--- config.mk ---
export PLATFORM = sky130hd
export DESIGN_NAME = pinwkup_top
export DESIGN_NICKNAME = d
export VERILOG_FILES = /design/src/hw/pinwkup_pkg.sv /design/src/hw/pinwkup_top.sv /design/src/hw/pinwkup_detector.sv /design/src/hw/pinwkup_filter.sv
export VERILOG_INCLUDE_DIRS = /design/src /design/src/hw
export SDC_FILE = /design/constraint.sdc
export NUM_CORES = 1
export LEC_CHECK = 0
export BUFFER_PORTS_ARGS = -buffer_cell sky130_fd_sc_hd__buf_2
export CELL_PAD_IN_SITES_DETAIL_PLACEMENT = 1
export CELL_PAD_IN_SITES_GLOBAL_PLACEMENT = 2
export CORE_ASPECT_RATIO = 1.4
export CORE_MARGIN = 10
export CORE_UTILIZATION = 42
export CTS_BUF_LIST = sky130_fd_sc_hd__clkbuf_16
export CTS_CLUSTER_SIZE = 20
export DETAILED_ROUTE_END_ITERATION = 8
export PLACE_DENSITY_LB_ADDON = 0.12
export SYNTH_ARGS = -nofsm -noshare
export SYNTH_HDL_FRONTEND = slang
export SYNTH_SLANG_ARGS = --single-unit
--- constraint.sdc ---
create_clock -name clk_aon_i -period 2.9 [get_ports clk_aon_i]
set_input_delay 0.87 -clock clk_aon_i [delete_from_list [all_inputs] [get_ports clk_aon_i]]
set_output_delay 0.87 -clock clk_aon_i [all_outputs]
set_load 0.005 [all_outputs]
--- src/hw/pinwkup_config.svh ---
// Build-time sizing for the pin wakeup detector bank
// Detector count, timed-mode counter width, debounce length

`ifndef PINWKUP_CONFIG_SVH
`define PINWKUP_CONFIG_SVH

// Number of detectors, one pad each
`define PINWKUP_NUM_DET 4

// Width of timed-mode counter and its threshold
`define PINWKUP_CNT_WIDTH 8

// Consecutive equal samples needed before the filter output moves
`define PINWKUP_FILTER_CYCLES 4

`endif
--- src/hw/pinwkup_pkg.sv ---
// Types shared by the pin wakeup detector bank
// Wakeup mode encoding, counter types and per-detector config struct

`default_nettype none

`include "pinwkup_config.svh"

package pinwkup_pkg;

  // Pattern to match on the synchronized pad
  // Undefined codes fall back to rising edge
  typedef enum logic [2:0] {
    WKUP_POSEDGE    = 3'd0,
    WKUP_NEGEDGE    = 3'd1,
    WKUP_EDGE       = 3'd2,
    WKUP_HIGH_TIMED = 3'd3,
    WKUP_LOW_TIMED  = 3'd4
  } wkup_mode_e;

  // Timed-mode counter and threshold
  typedef logic [`PINWKUP_CNT_WIDTH-1:0] wkup_cnt_t;

  // Debounce stability counter, wide enough to hold the full length
  localparam int unsigned FILT_CNT_W = $clog2(`PINWKUP_FILTER_CYCLES) + 1;
  typedef logic [FILT_CNT_W-1:0] filt_cnt_t;
  localparam filt_cnt_t FILT_STABLE = filt_cnt_t'(`PINWKUP_FILTER_CYCLES);

  // Per-detector configuration, as software would program it
  typedef struct packed {
    logic       en;
    logic       filter_en;
    wkup_mode_e mode;
    wkup_cnt_t  cnt_th;
  } wkup_cfg_t;

endpackage : pinwkup_pkg

`default_nettype wire

--- src/hw/pinwkup_top.sv ---
// Top level of the pin wakeup detector bank
// One detector per pad, causes ORed into a single wakeup request

`timescale 1ns/1ps
`default_nettype none

`include "pinwkup_config.svh"

module pinwkup_top import pinwkup_pkg::*; (
  input  logic                                 clk_aon_i,
  input  logic                                 rst_aon_ni,
  // Raw pads, asynchronous to the clock
  input  logic      [`PINWKUP_NUM_DET-1:0]     pad_i,
  // One config word per detector
  input  wkup_cfg_t [`PINWKUP_NUM_DET-1:0]     wkup_cfg_i,
  // One-cycle clear strobes
  input  logic      [`PINWKUP_NUM_DET-1:0]     cause_clr_i,
  // Sticky cause levels
  output logic      [`PINWKUP_NUM_DET-1:0]     cause_o,
  // Request to the power manager
  output logic                                 wkup_req_o
);

  ////////////////////////////////////////
  // Detector bank
  ////////////////////////////////////////

  for (genvar i = 0; i < `PINWKUP_NUM_DET; i++) begin : g_det
    // Per-detector slices
    logic      det_pad;
    wkup_cfg_t det_cfg;
    logic      det_clr;
    logic      det_cause;

    assign det_pad = pad_i[i];
    assign det_cfg = wkup_cfg_i[i];
    assign det_clr = cause_clr_i[i];

    pinwkup_detector i_det (
      .clk_aon_i   (clk_aon_i),
      .rst_aon_ni  (rst_aon_ni),
      .pad_i       (det_pad),
      .cfg_i       (det_cfg),
      .cause_clr_i (det_clr),
      .cause_o     (det_cause)
    );

    assign cause_o[i] = det_cause;
  end

  // Any pending cause keeps the request up
  assign wkup_req_o = |cause_o;

endmodule : pinwkup_top

`default_nettype wire

--- src/hw/pinwkup_detector.sv ---
// Single pin wakeup detector
// Config latch, optional debounce, pad synchronizer, pattern match,
// sticky cause bit

`timescale 1ns/1ps
`default_nettype none

module pinwkup_detector import pinwkup_pkg::*; (
  input  logic      clk_aon_i,
  input  logic      rst_aon_ni,
  input  logic      pad_i,
  input  wkup_cfg_t cfg_i,
  input  logic      cause_clr_i,
  output logic      cause_o
);

  ////////////////////////////////////////
  // Config latch
  ////////////////////////////////////////

  // Registered enable plus the fields captured when it rose
  wkup_cfg_t cfg_q;
  logic      en_rise;

  assign en_rise = cfg_i.en & ~cfg_q.en;

  always_ff @(posedge clk_aon_i or negedge rst_aon_ni) begin : p_cfg
    if (!rst_aon_ni) begin
      cfg_q.en        <= 1'b0;
      cfg_q.filter_en <= 1'b0;
      cfg_q.mode      <= WKUP_POSEDGE;
      cfg_q.cnt_th    <= '0;
    end else begin
      cfg_q.en <= cfg_i.en;
      // Take mode, filter and threshold only on the enable edge
      // Later changes while enabled are ignored
      if (en_rise) begin
        cfg_q.filter_en <= cfg_i.filter_en;
        cfg_q.mode      <= cfg_i.mode;
        cfg_q.cnt_th    <= cfg_i.cnt_th;
      end
    end
  end

  ////////////////////////////////////////
  // Filter and synchronizer
  ////////////////////////////////////////

  logic       pad_filt;
  logic [1:0] sync_q;
  logic       pad_sync;
  logic       prev_q;

  pinwkup_filter i_filter (
    .clk_aon_i  (clk_aon_i),
    .rst_aon_ni (rst_aon_ni),
    .enable_i   (cfg_q.filter_en),
    .pad_i      (pad_i),
    .filt_o     (pad_filt)
  );

  // Two flops against metastability, then one for edge history
  always_ff @(posedge clk_aon_i or negedge rst_aon_ni) begin : p_sync
    if (!rst_aon_ni) begin
      sync_q <= 2'b00;
      prev_q <= 1'b0;
    end else begin
      sync_q <= {sync_q[0], pad_filt};
      prev_q <= sync_q[1];
    end
  end

  assign pad_sync = sync_q[1];

  ////////////////////////////////////////
  // Pattern matching
  ////////////////////////////////////////

  logic rising;
  logic falling;
  assign rising  =  pad_sync & ~prev_q;
  assign falling = ~pad_sync &  prev_q;

  // Timed modes count cycles at the wanted level
  wkup_cnt_t cnt_q;
  wkup_cnt_t cnt_d;
  logic      cnt_en;
  logic      cnt_hit;
  logic      match;

  assign cnt_hit = cnt_en & (cnt_q == cfg_q.cnt_th);

  // Restart on a hit or whenever the level is lost
  assign cnt_d = (cnt_en && !cnt_hit) ? cnt_q + 1'b1 : '0;

  always_comb begin : p_mode
    match  = 1'b0;
    cnt_en = 1'b0;
    // Nothing matches while disabled
    if (cfg_q.en) begin
      case (cfg_q.mode)
        WKUP_NEGEDGE: match = falling;
        WKUP_EDGE:    match = rising | falling;
        WKUP_HIGH_TIMED: begin
          cnt_en = pad_sync;
          match  = cnt_hit;
        end
        WKUP_LOW_TIMED: begin
          cnt_en = ~pad_sync;
          match  = cnt_hit;
        end
        // Rising edge, also for undefined codes
        default:      match = rising;
      endcase
    end
  end

  ////////////////////////////////////////
  // Counter and cause
  ////////////////////////////////////////

  logic cause_q;

  always_ff @(posedge clk_aon_i or negedge rst_aon_ni) begin : p_cause
    if (!rst_aon_ni) begin
      cnt_q   <= '0;
      cause_q <= 1'b0;
    end else begin
      cnt_q <= cnt_d;
      // Clear beats a match in the same cycle
      if (cause_clr_i) begin
        cause_q <= 1'b0;
      end else if (match) begin
        cause_q <= 1'b1;
      end
    end
  end

  // Sticky until software clears it
  assign cause_o = cause_q;

endmodule : pinwkup_detector

`default_nettype wire

--- src/hw/pinwkup_filter.sv ---
// Pad debounce filter with combinational bypass
// Output follows the pad only after it has been stable long enough

`timescale 1ns/1ps
`default_nettype none

`include "pinwkup_config.svh"

module pinwkup_filter import pinwkup_pkg::*; (
  input  logic clk_aon_i,
  input  logic rst_aon_ni,
  input  logic enable_i,
  input  logic pad_i,
  output logic filt_o
);

  // Last pad value seen, and how long it has held
  logic      sample_q;
  filt_cnt_t stable_cnt_q;
  // Debounced value
  logic      filt_q;

  logic pad_changed;
  assign pad_changed = (pad_i != sample_q);

  ////////////////////////////////////////
  // Stability tracking
  ////////////////////////////////////////

  always_ff @(posedge clk_aon_i or negedge rst_aon_ni) begin : p_filter
    if (!rst_aon_ni) begin
      sample_q     <= 1'b0;
      stable_cnt_q <= '0;
      filt_q       <= 1'b0;
    end else begin
      if (pad_changed) begin
        // New value, restart the count
        sample_q     <= pad_i;
        stable_cnt_q <= '0;
      end else if (stable_cnt_q != FILT_STABLE) begin
        // Saturate once the full length is reached
        stable_cnt_q <= stable_cnt_q + 1'b1;
      end
      // Held long enough, let it through
      if (stable_cnt_q == FILT_STABLE) begin
        filt_q <= sample_q;
      end
    end
  end

  // Bypass gives the raw pad with no retiming
  assign filt_o = enable_i ? filt_q : pad_i;

endmodule : pinwkup_filter

`default_nettype wire

* Yosys cells after proc, flatten, opt, wreduce, memory -nomap -nowiden
Cells that the tools add are included.
** Word-level totals
- Register bits after elaboration :: 120
- Input port bits :: 62
- Logic and storage cells :: 177
- Output and inout port bits :: 5
** Operators by class
- Equal/unequal tests :: 32
- Reductions and logical operators :: 21
- Add/sub/neg operators :: 8
- Multiplexer cells :: 40
- Bitwise logic cells :: 32
** Operator list (count)
- 8-bit by 1-bit adder with 8-bit output, second input constant :: 4
- 8-bit equality test :: 4
- 8-bit two-way mux :: 4
- 3-bit by 2-bit equality test with 1-bit output, second input constant :: 8
- 3-bit equality test, second input constant :: 8
- 3-bit two-way mux :: 8
- 1-bit two-way mux :: 20
- 1-bit AND :: 16
- 2-bit nonzero test :: 8
- 3-bit by 1-bit adder with 3-bit output, second input constant :: 4
- 3-bit by 1-bit equality test with 1-bit output, second input constant :: 4
- 3-bit != test, second input constant :: 4
- 1-bit NOT :: 12
- 1-bit case mux with 3 select lines :: 4
- 1-bit case mux with 2 select lines :: 4
- 2-bit OR reduction :: 4
- 1-bit logical AND :: 4
- 1-bit zero test :: 4
- 1-bit != test :: 4
- 1-bit OR :: 4
- 4-bit OR reduction :: 1

* Longest topological paths before layout
Gate-level depths: netlist of the first run.
- Depth in word-level cells :: 8
- Gate-level depth with buffers :: 6
- Mapped depth without buffers :: 6

* By module
A second synthesis of the first run with hierarchy kept.
** Unflattened totals
- Cells, all modules :: 453
- Area total of the unflattened synthesis :: 5657.9 um^2
** Modules (own cells, without submodules)
- pinwkup_detector :: area each 1139.8 um^2, instances 4, cells each 89, seq. area each 625.6 um^2
- pinwkup_filter :: area each 265.3 um^2, instances 4, cells each 23, seq. area each 125.1 um^2
- pinwkup_top :: area each 37.5 um^2, instances 1, cells each 5, seq. area each 0.0 um^2

* Least setup slack after synthesis of the first run
No wires, ideal clock.
- Path kind :: input port to flip-flop
- Start point :: in wkup_cfg_i[12] in the netlist's numbering
- End point :: reg g_det[0].i_det.cfg_q[0] in the netlist's numbering
- Stages :: 3
- Data required time :: 2.775 ns
- Path buffers :: 1
- Setup time :: 0.125 ns
- Arrival time :: 1.635 ns
- Slack :: 1.141 ns
- Cell sequence :: nor2b_1 buf_2 mux2_2
** On the way
- Word-level cells in the longest chain between the ends :: 1
** Ends and longest elaborated chain
- start, declared :: RTL line pinwkup_top.sv:15 : input wkup_cfg_t [`PINWKUP_NUM_DET-1:0] wkup_cfg_i,
- 1-bit AND :: RTL line pinwkup_detector.sv:25 : assign en_rise = cfg_i.en & ~cfg_q.en;
- end, declared :: RTL line pinwkup_detector.sv:22 : wkup_cfg_t cfg_q;
No other way between the ends.
A chain may end at the register's enable or synchronous reset.

* Worst setup path in the final report of the first run
- Start point :: reg g_det[2].i_det.cause_q
- End point :: out wkup_req_o
** On the way
- Word-level cells in the longest chain between the ends :: 1
** Ends and longest elaborated chain
- start, declared :: RTL line pinwkup_detector.sv:122 : logic cause_q;
- start signal, assigned :: RTL line pinwkup_detector.sv:127 : cause_q <= 1'b0;
- start signal, assigned :: RTL line pinwkup_detector.sv:132 : cause_q <= 1'b0;
- start signal, assigned :: RTL line pinwkup_detector.sv:134 : cause_q <= 1'b1;
- 4-bit OR reduction :: RTL line pinwkup_top.sv:52 : assign wkup_req_o = |cause_o;
- end, declared :: RTL line pinwkup_top.sv:21 : output logic wkup_req_o
No other way between the ends.

==> impl_metrics.py, run 1 <==
metrics = {
    "timing": {
        "period_minus_slack_ns": 2.03,
        "fin_skew_ns": 0.00820,
        "fmax_mhz": 493,
        "final-setup-viol-count": 0,
        "setup_tns_ns": 0,
        "rsz0062_at_grt": "no",
        "slew_headroom": 0.526,
        "slew_viol_final": 0,
        "hold_viol": 0,
        "worst_slack_ns": 0.872,
        "tightest_slew_ns": 0.711,
        "fin_crit_sh": 0.699,
    },
    "clock_network": {
        "cts_tree": "built",
        "clk_latency_ns": 0.41,
        "cts-root-buf": "clkbuf_16",
        "clk_pin_slew_worst_paths_ns": 0.06,
        "cts_max_path_buffers": 2,
        "post_cts_resized": 0,
        "htreeDepth": 4,
        "cts_hold_buf": 0,
        "cts.sinks": 120,
        "numCtsBuffers": 17,
        "cts_setup_buffers": 0,
    },
    "cells_and_area": {
        "final_nets": 621,
        "layout_common_cells": "dfrtp_1, buf_2, mux2_2",
        "drive_gt1_frac": 0.315,
        "layout-area-overhead-vs-synth_pct": 20.1,
        "layout_commonest_cell": "dfrtp_1",
        "insertedDiodeCount": 0,
    },
    "logic_synthesis": {
        "yosysWarnings": 0,
        "synth_cell_types": 32,
        "yosysTopAreaCell": "dfrtp_1",
        "syn_nets": 543,
        "ys_seq_elements": 120,
        "synth_area_um2": 5540,
        "synthTopCellsByArea": "dfrtp_1, mux2_2, xnor2_1, ha_1, xor2_1",
        "syn_area_per_cell_um2": 12.0,
        "yosysSeqAreaShare": 0.542,
        "yosysTopAreaCellShare": 0.542,
        "synth_cells": 461,
    },
    "power_and_ir_drop": {
        "p_sw_frac": 0.265,
        "p_clk_frac": 0.429,
        "p_comb_frac": 0.145,
        "p_seq_frac": 0.426,
        "p_leak_uw": 0.00296,
        "internal_power_uw": 3660,
        "p_sw_uw": 1320,
        "p_per_area_nw_per_um2": 749,
        "max-vdd-ir-drop_mv": 0.341,
    },
    "setup_path": {
        "critPathKind": "flip-flop to primary output",
        "crit_fanout": 2,
        "worst_ep_required_time_ns": 2.03,
        "slowest_delay_ns": 0.38,
        "crit_path_start": "g_det[2].i_det.cause_o",
        "start_kind": "flip-flop",
        "arrival_ns": 1.16,
        "r2r-start": "g_det[0].i_det.sync_q[1]",
        "crit_path_top_delay_cell": "dfrtp_1",
        "end_kind": "primary output",
        "cp.buffers_inverters": 2,
        "path_cells": "inv_1 -> nand4_1 -> buf_2",
        "crit_family": "flip-flops",
    },
    "floorplanning": {
        "die_h_um": 156,
        "num_rows": 49,
        "die-area_um2": 18300,
        "ios": 67,
        "core_area_um2": 12900,
        "die_w_um": 117,
        "start_util": 0.431,
    },
    "global_routing": {
        "grt_use_total": 0.135,
        "grt_max_degree": 121,
        "grt_pass1_vias": 4060,
        "antenna_found_initial": 0,
        "grt_pass1_wl_um": 19700,
        "globalRoute.totalOverflow": 0,
    },
    "routing": {
        "vias": 3573,
        "postRouteWirelength_um": 11400,
        "drcViolationCount": 0,
        "drt-pass1-iter-count": 4,
        "routedWlPerCell_um": 16.2,
        "initialDrtViolationCount": 119,
        "postRouteAntennaNets": 0,
        "via_per_inst": 5.07,
    },
    "flow_run": {
        "maxCapViolations": 0,
    },
    "outcome": {
        "status": "complete, no violations",
    },
    "min_path": {
        "hp-class": "flip-flop to flip-flop",
        "min-delay-start": "g_det[0].i_det.sync_q[0]",
    },
    "placement": {
        "io_buffers": 66,
        "gp_congestion": 0.718,
        "pre_cts_slack_ns": 1.10,
        "hpwl_um": 8280,
    },
}
## Yosys cell counts
cell,number
or3_1,2
or4b_1,1
or3_2,2
dfrtp_1,120
ha_1,20
nor2b_1,8
o21ai_2,3
nand3_1,24
or4b_4,3
nor3_1,4
and3_1,8
o31ai_1,4
nand4b_1,4
buf_2,4
o21ai_0,4
o31a_1,4
nor2_1,44
nand4_1,9
xor2_1,24
nand2_1,12
inv_1,28
o21ba_2,1
o21ai_1,1
buf_4,4
o21ba_1,3
xnor2_1,40
mux2_2,56
a21oi_1,9
nor3b_2,4
a21oi_2,3
clkbuf_1,4
o21a_1,4
## per-stage QoR
| stage | total power, uW | utilization | hold slack (ns) | cell area [um2] | instances |
|---|---|---|---|---|---|
| after floorplan | 2630 | - | 0.331 | 5540 | 461 |
| after global placement | 2830 | 0.470 | 0.333 | 6050 | 673 |
| after detailed placement | 2890 | 0.470 | 0.336 | 6050 | 673 |
| after CTS | 5070 | 0.517 | 0.347 | 6660 | 705 |
| after global routing | 5270 | 0.517 | 0.358 | 6660 | 705 |
| final | 4980 | 0.517 | 0.345 | 6660 | 705 |
## worst reg2reg max path, stage by stage (launching register included)
cell,delay [ns]
dfrtp_1,0.43
ha_1,0.31
o21a_1,0.17
o31a_1,0.28
o31ai_1,0.21
o21ba_1,0.17
## area by class of cell
class	instances	area, um2
clock buffers	17	425
clock inverters	15	179
fillers	1393	6220
inverters	28	105
multi-input cells	301	2370
flip-flops and latches	120	3000
well taps	153	191
repair buffers	71	383
## sequential cells by signal, indices dropped and copies added, names as in the netlist
name	cells
g_det.i_det.cause_o	4
g_det.i_det.cfg_q	52
g_det.i_det.cnt_q	32
g_det.i_det.i_filter.filt_q	4
g_det.i_det.i_filter.sample_q	4
g_det.i_det.i_filter.stable_cnt_q	12
g_det.i_det.prev_q	4
g_det.i_det.sync_q	8
## cells by family after synthesis
kind of cell,count (synthesis),synth area share
AOI/OAI and AO/OA,36,0.0465
xor gates and xnor gates,64,0.101
adders and majority gates,20,0.0451
buffers and inverters,40,0.0307
DFF,120,0.542
muxes,56,0.114
and+or+nand+nor,125,0.121
## path summary, 6_finish.rpt
check	end	slack, ns	cells after the start
max in group asynchronous	g_det[0].i_det.sync_q[0]	1.82	2
worst min register to register	g_det[0].i_det.sync_q[1]	0.35	0
worst min-delay path	g_det[0].i_det.sync_q[1]	0.35	0
min in group asynchronous	g_det[0].i_det.cfg_q[5]	0.49	2
worst max register to register	g_det[0].i_det.cause_o	1.27	5
worst max-delay path	wkup_req_o	0.87	3
## power groups by stage
stage	Clock, uW	Sequential, uW	Combinational, uW
2_1_floorplan	0	2090	539
3_3_place_gp	0	2140	690
3_5_place_dp	0	2160	734
4_1_cts	2190	2130	747
5_1_grt	2280	2170	823
6_report	2140	2120	723
## layer usage
layer / global-route usage / routed length [um] / vias up
met5: 0 / 0 / -
met4: 0.0460 / 129 / 0
met3: 0.0389 / 470 / 11
met2: 0.235 / 6150 / 50
met1: 0.154 / 4680 / 1788
li1: - / - / 1724
Note: power is estimated with default switching activity, not from simulation.
==> inputs of run 2 (changes only) <==
Settings changed: CORE_UTILIZATION 42 to 39.
Clock period 2.9 ns to 1.9 ns, I/O delays scaled along.
==> impl_metrics.py, run 2 (synthesis gave the netlist of run 1 again) <==
metrics = {
    "outcome": {
        "status": "complete, no violations",
    },
    "placement": {
        "hpwl_um": 8620,
        "place_inst": 709,
        "gp_congestion": 0.736,
        "io_buffers": 66,
        "pre_cts_slack_ns": 0.270,
    },
    "clock_network": {
        "post_cts_resized": 0,
        "cts_tree": "built",
        "cts-root-buf": "clkbuf_16",
        "numCtsBuffers": 17,
        "cts_max_path_buffers": 2,
        "clk_latency_ns": 0.41,
        "cts.sinks": 120,
        "clk_pin_slew_worst_paths_ns": 0.05,
        "htreeDepth": 4,
    },
    "floorplanning": {
        "ios": 67,
        "num_rows": 51,
        "start_util": 0.398,
        "die_w_um": 121,
        "die-area_um2": 19400,
        "die_h_um": 161,
        "core_area_um2": 13900,
    },
    "cells_and_area": {
        "largest_register_ffs": 52,
        "layout_commonest_cell": "dfrtp_1",
        "final_nets": 626,
        "regMostFlops": "g_det.i_det.cfg_q",
        "final_cells": 741,
        "drive_gt1_frac": 0.309,
        "reg.largest.list": "g_det.i_det.cfg_q: 52 flops, g_det.i_det.cnt_q: 32 flops, g_det.i_det.i_filter.stable_cnt_q: 12 flops",
        "insertedDiodeCount": 0,
        "layout-area-overhead-vs-synth_pct": 20.9,
        "layout_common_cells": "dfrtp_1, buf_2, mux2_2",
    },
    "min_path": {
        "min_to": "g_det[3].i_det.cfg_q[12]",
        "hp-class": "input pin to flip-flop",
        "worstHoldPathCells": 1,
        "min-delay-start": "wkup_cfg_i[51]",
    },
    "power_and_ir_drop": {
        "p_sw_uw": 1890,
        "p_seq_frac": 0.445,
        "p_leak_uw": 0.00299,
        "max-vdd-ir-drop_mv": 0.483,
        "p_clk_frac": 0.405,
        "p_comb_frac": 0.150,
        "p_sw_frac": 0.259,
        "p_per_area_nw_per_um2": 1090,
        "internal_power_uw": 5420,
        "total_power_uw": 7310,
    },
    "routing": {
        "drcViolationCount": 0,
        "routedWlPerCell_um": 15.4,
        "vias": 3588,
        "postRouteWirelength_um": 11400,
        "via_per_inst": 4.84,
        "initialDrtViolationCount": 116,
        "drt-pass1-iter-count": 4,
        "postRouteAntennaNets": 0,
    },
    "global_routing": {
        "grt_max_degree": 49,
        "grt_pass1_wl_um": 19600,
        "globalRoute.totalOverflow": 0,
        "antenna_found_initial": 0,
        "grt_use_total": 0.126,
        "grt_pass1_vias": 4102,
    },
    "timing": {
        "tightest_slew_ns": 0.533,
        "fin_skew_ns": 0.00788,
        "final-setup-viol-count": 0,
        "hold_ws_ns": 0.275,
        "slew_viol_final": 0,
        "setup_tns_ns": 0,
        "hold_viol": 0,
        "rsz0062_at_grt": "no",
        "period_minus_slack_ns": 1.75,
        "slew_headroom": 0.643,
        "worst_slack_ns": 0.155,
        "fmax_mhz": 573,
        "fin_crit_sh": 0.918,
    },
    "setup_path": {
        "start_kind": "flip-flop",
        "r2r-start": "g_det[3].i_det.cfg_q[9]",
        "arrival_ns": 1.18,
        "end_kind": "primary output",
        "worst_ep_required_time_ns": 1.33,
        "crit_fanout": 2,
        "worstReg2RegEnd": "g_det[3].i_det.cause_o",
        "r2r_slack_ns": 0.29,
        "critPathKind": "flip-flop to primary output",
        "reg2regPathDepth": 4,
    },
    "flow_run": {
        "maxCapViolations": 0,
    },
}
## run 2: changes by cell type in the layout (fill, tap and decap cells not counted), moves of 2 or more
cell and delta:
clkinvlp_4 -4, buf_4 +2, clkinv_1 +3, clkinv_4 -3
inv_1 +2, buf_12 +2, clkinv_2 +3
## run 2: worst max path at each step
stage,startpoint,to,slack [ns],depth (start not counted)
after floorplan,wkup_cfg_i[12],g_det[0].i_det.cfg_q[0],0.44,3
after global placement,g_det[1].i_det.sync_q[1],g_det[1].i_det.cause_o,0.32,5
after detailed placement,wkup_cfg_i[51],g_det[3].i_det.cfg_q[6],0.27,4
after CTS,g_det[3].i_det.cause_o,wkup_req_o,0.10,3
after global routing,g_det[3].i_det.cause_o,wkup_req_o,0.07,3
final,g_det[3].i_det.cause_o,wkup_req_o,0.15,3
## run 2: cell type report
class | count | area [um2]
clock buffers | 17 | 425
clock inverters | 14 | 118
fillers | 1508 | 7210
inverters | 28 | 105
multi-input cells | 301 | 2370
flip-flops and latches | 120 | 3000
well taps | 185 | 231
repair buffers | 76 | 448
## run 2: stage by stage
stage / instance area [um2] / util
floorplan: 5540 / -
global placement: 6150 / 0.442
detailed placement: 6150 / 0.442
CTS: 6700 / 0.482
global route: 6700 / 0.482
finish: 6700 / 0.482
## run 2: layer usage
| layer | up-vias | routed length [um] | global-route usage |
|---|---|---|---|
| met5 | - | 0 | 0 |
| met4 | 0 | 217 | 0.0611 |
| met3 | 14 | 450 | 0.0408 |
| met2 | 56 | 6230 | 0.221 |
| met1 | 1789 | 4530 | 0.133 |
| li1 | 1729 | - | - |
## run 2: what timing repair did
action	in CTS	in global routing
hold buffers	1	0
endpoints found under the hold margin	3	0
buffers inserted	0	0
## run 2: power by group through the flow
stage	clock network (uW)	logic, uW	registers [uW]
finish	2960	1100	3250
global route	3180	1270	3320
CTS	3060	1140	3260
detailed placement	0	1130	3300
global placement	0	1070	3260
floorplan	0	822	3200
## run 2: critical path, stage by stage (launching register included)
cell,delay (ns)
dfrtp_1,0.38
inv_1,0.13
nand4_1,0.11
buf_2,0.14
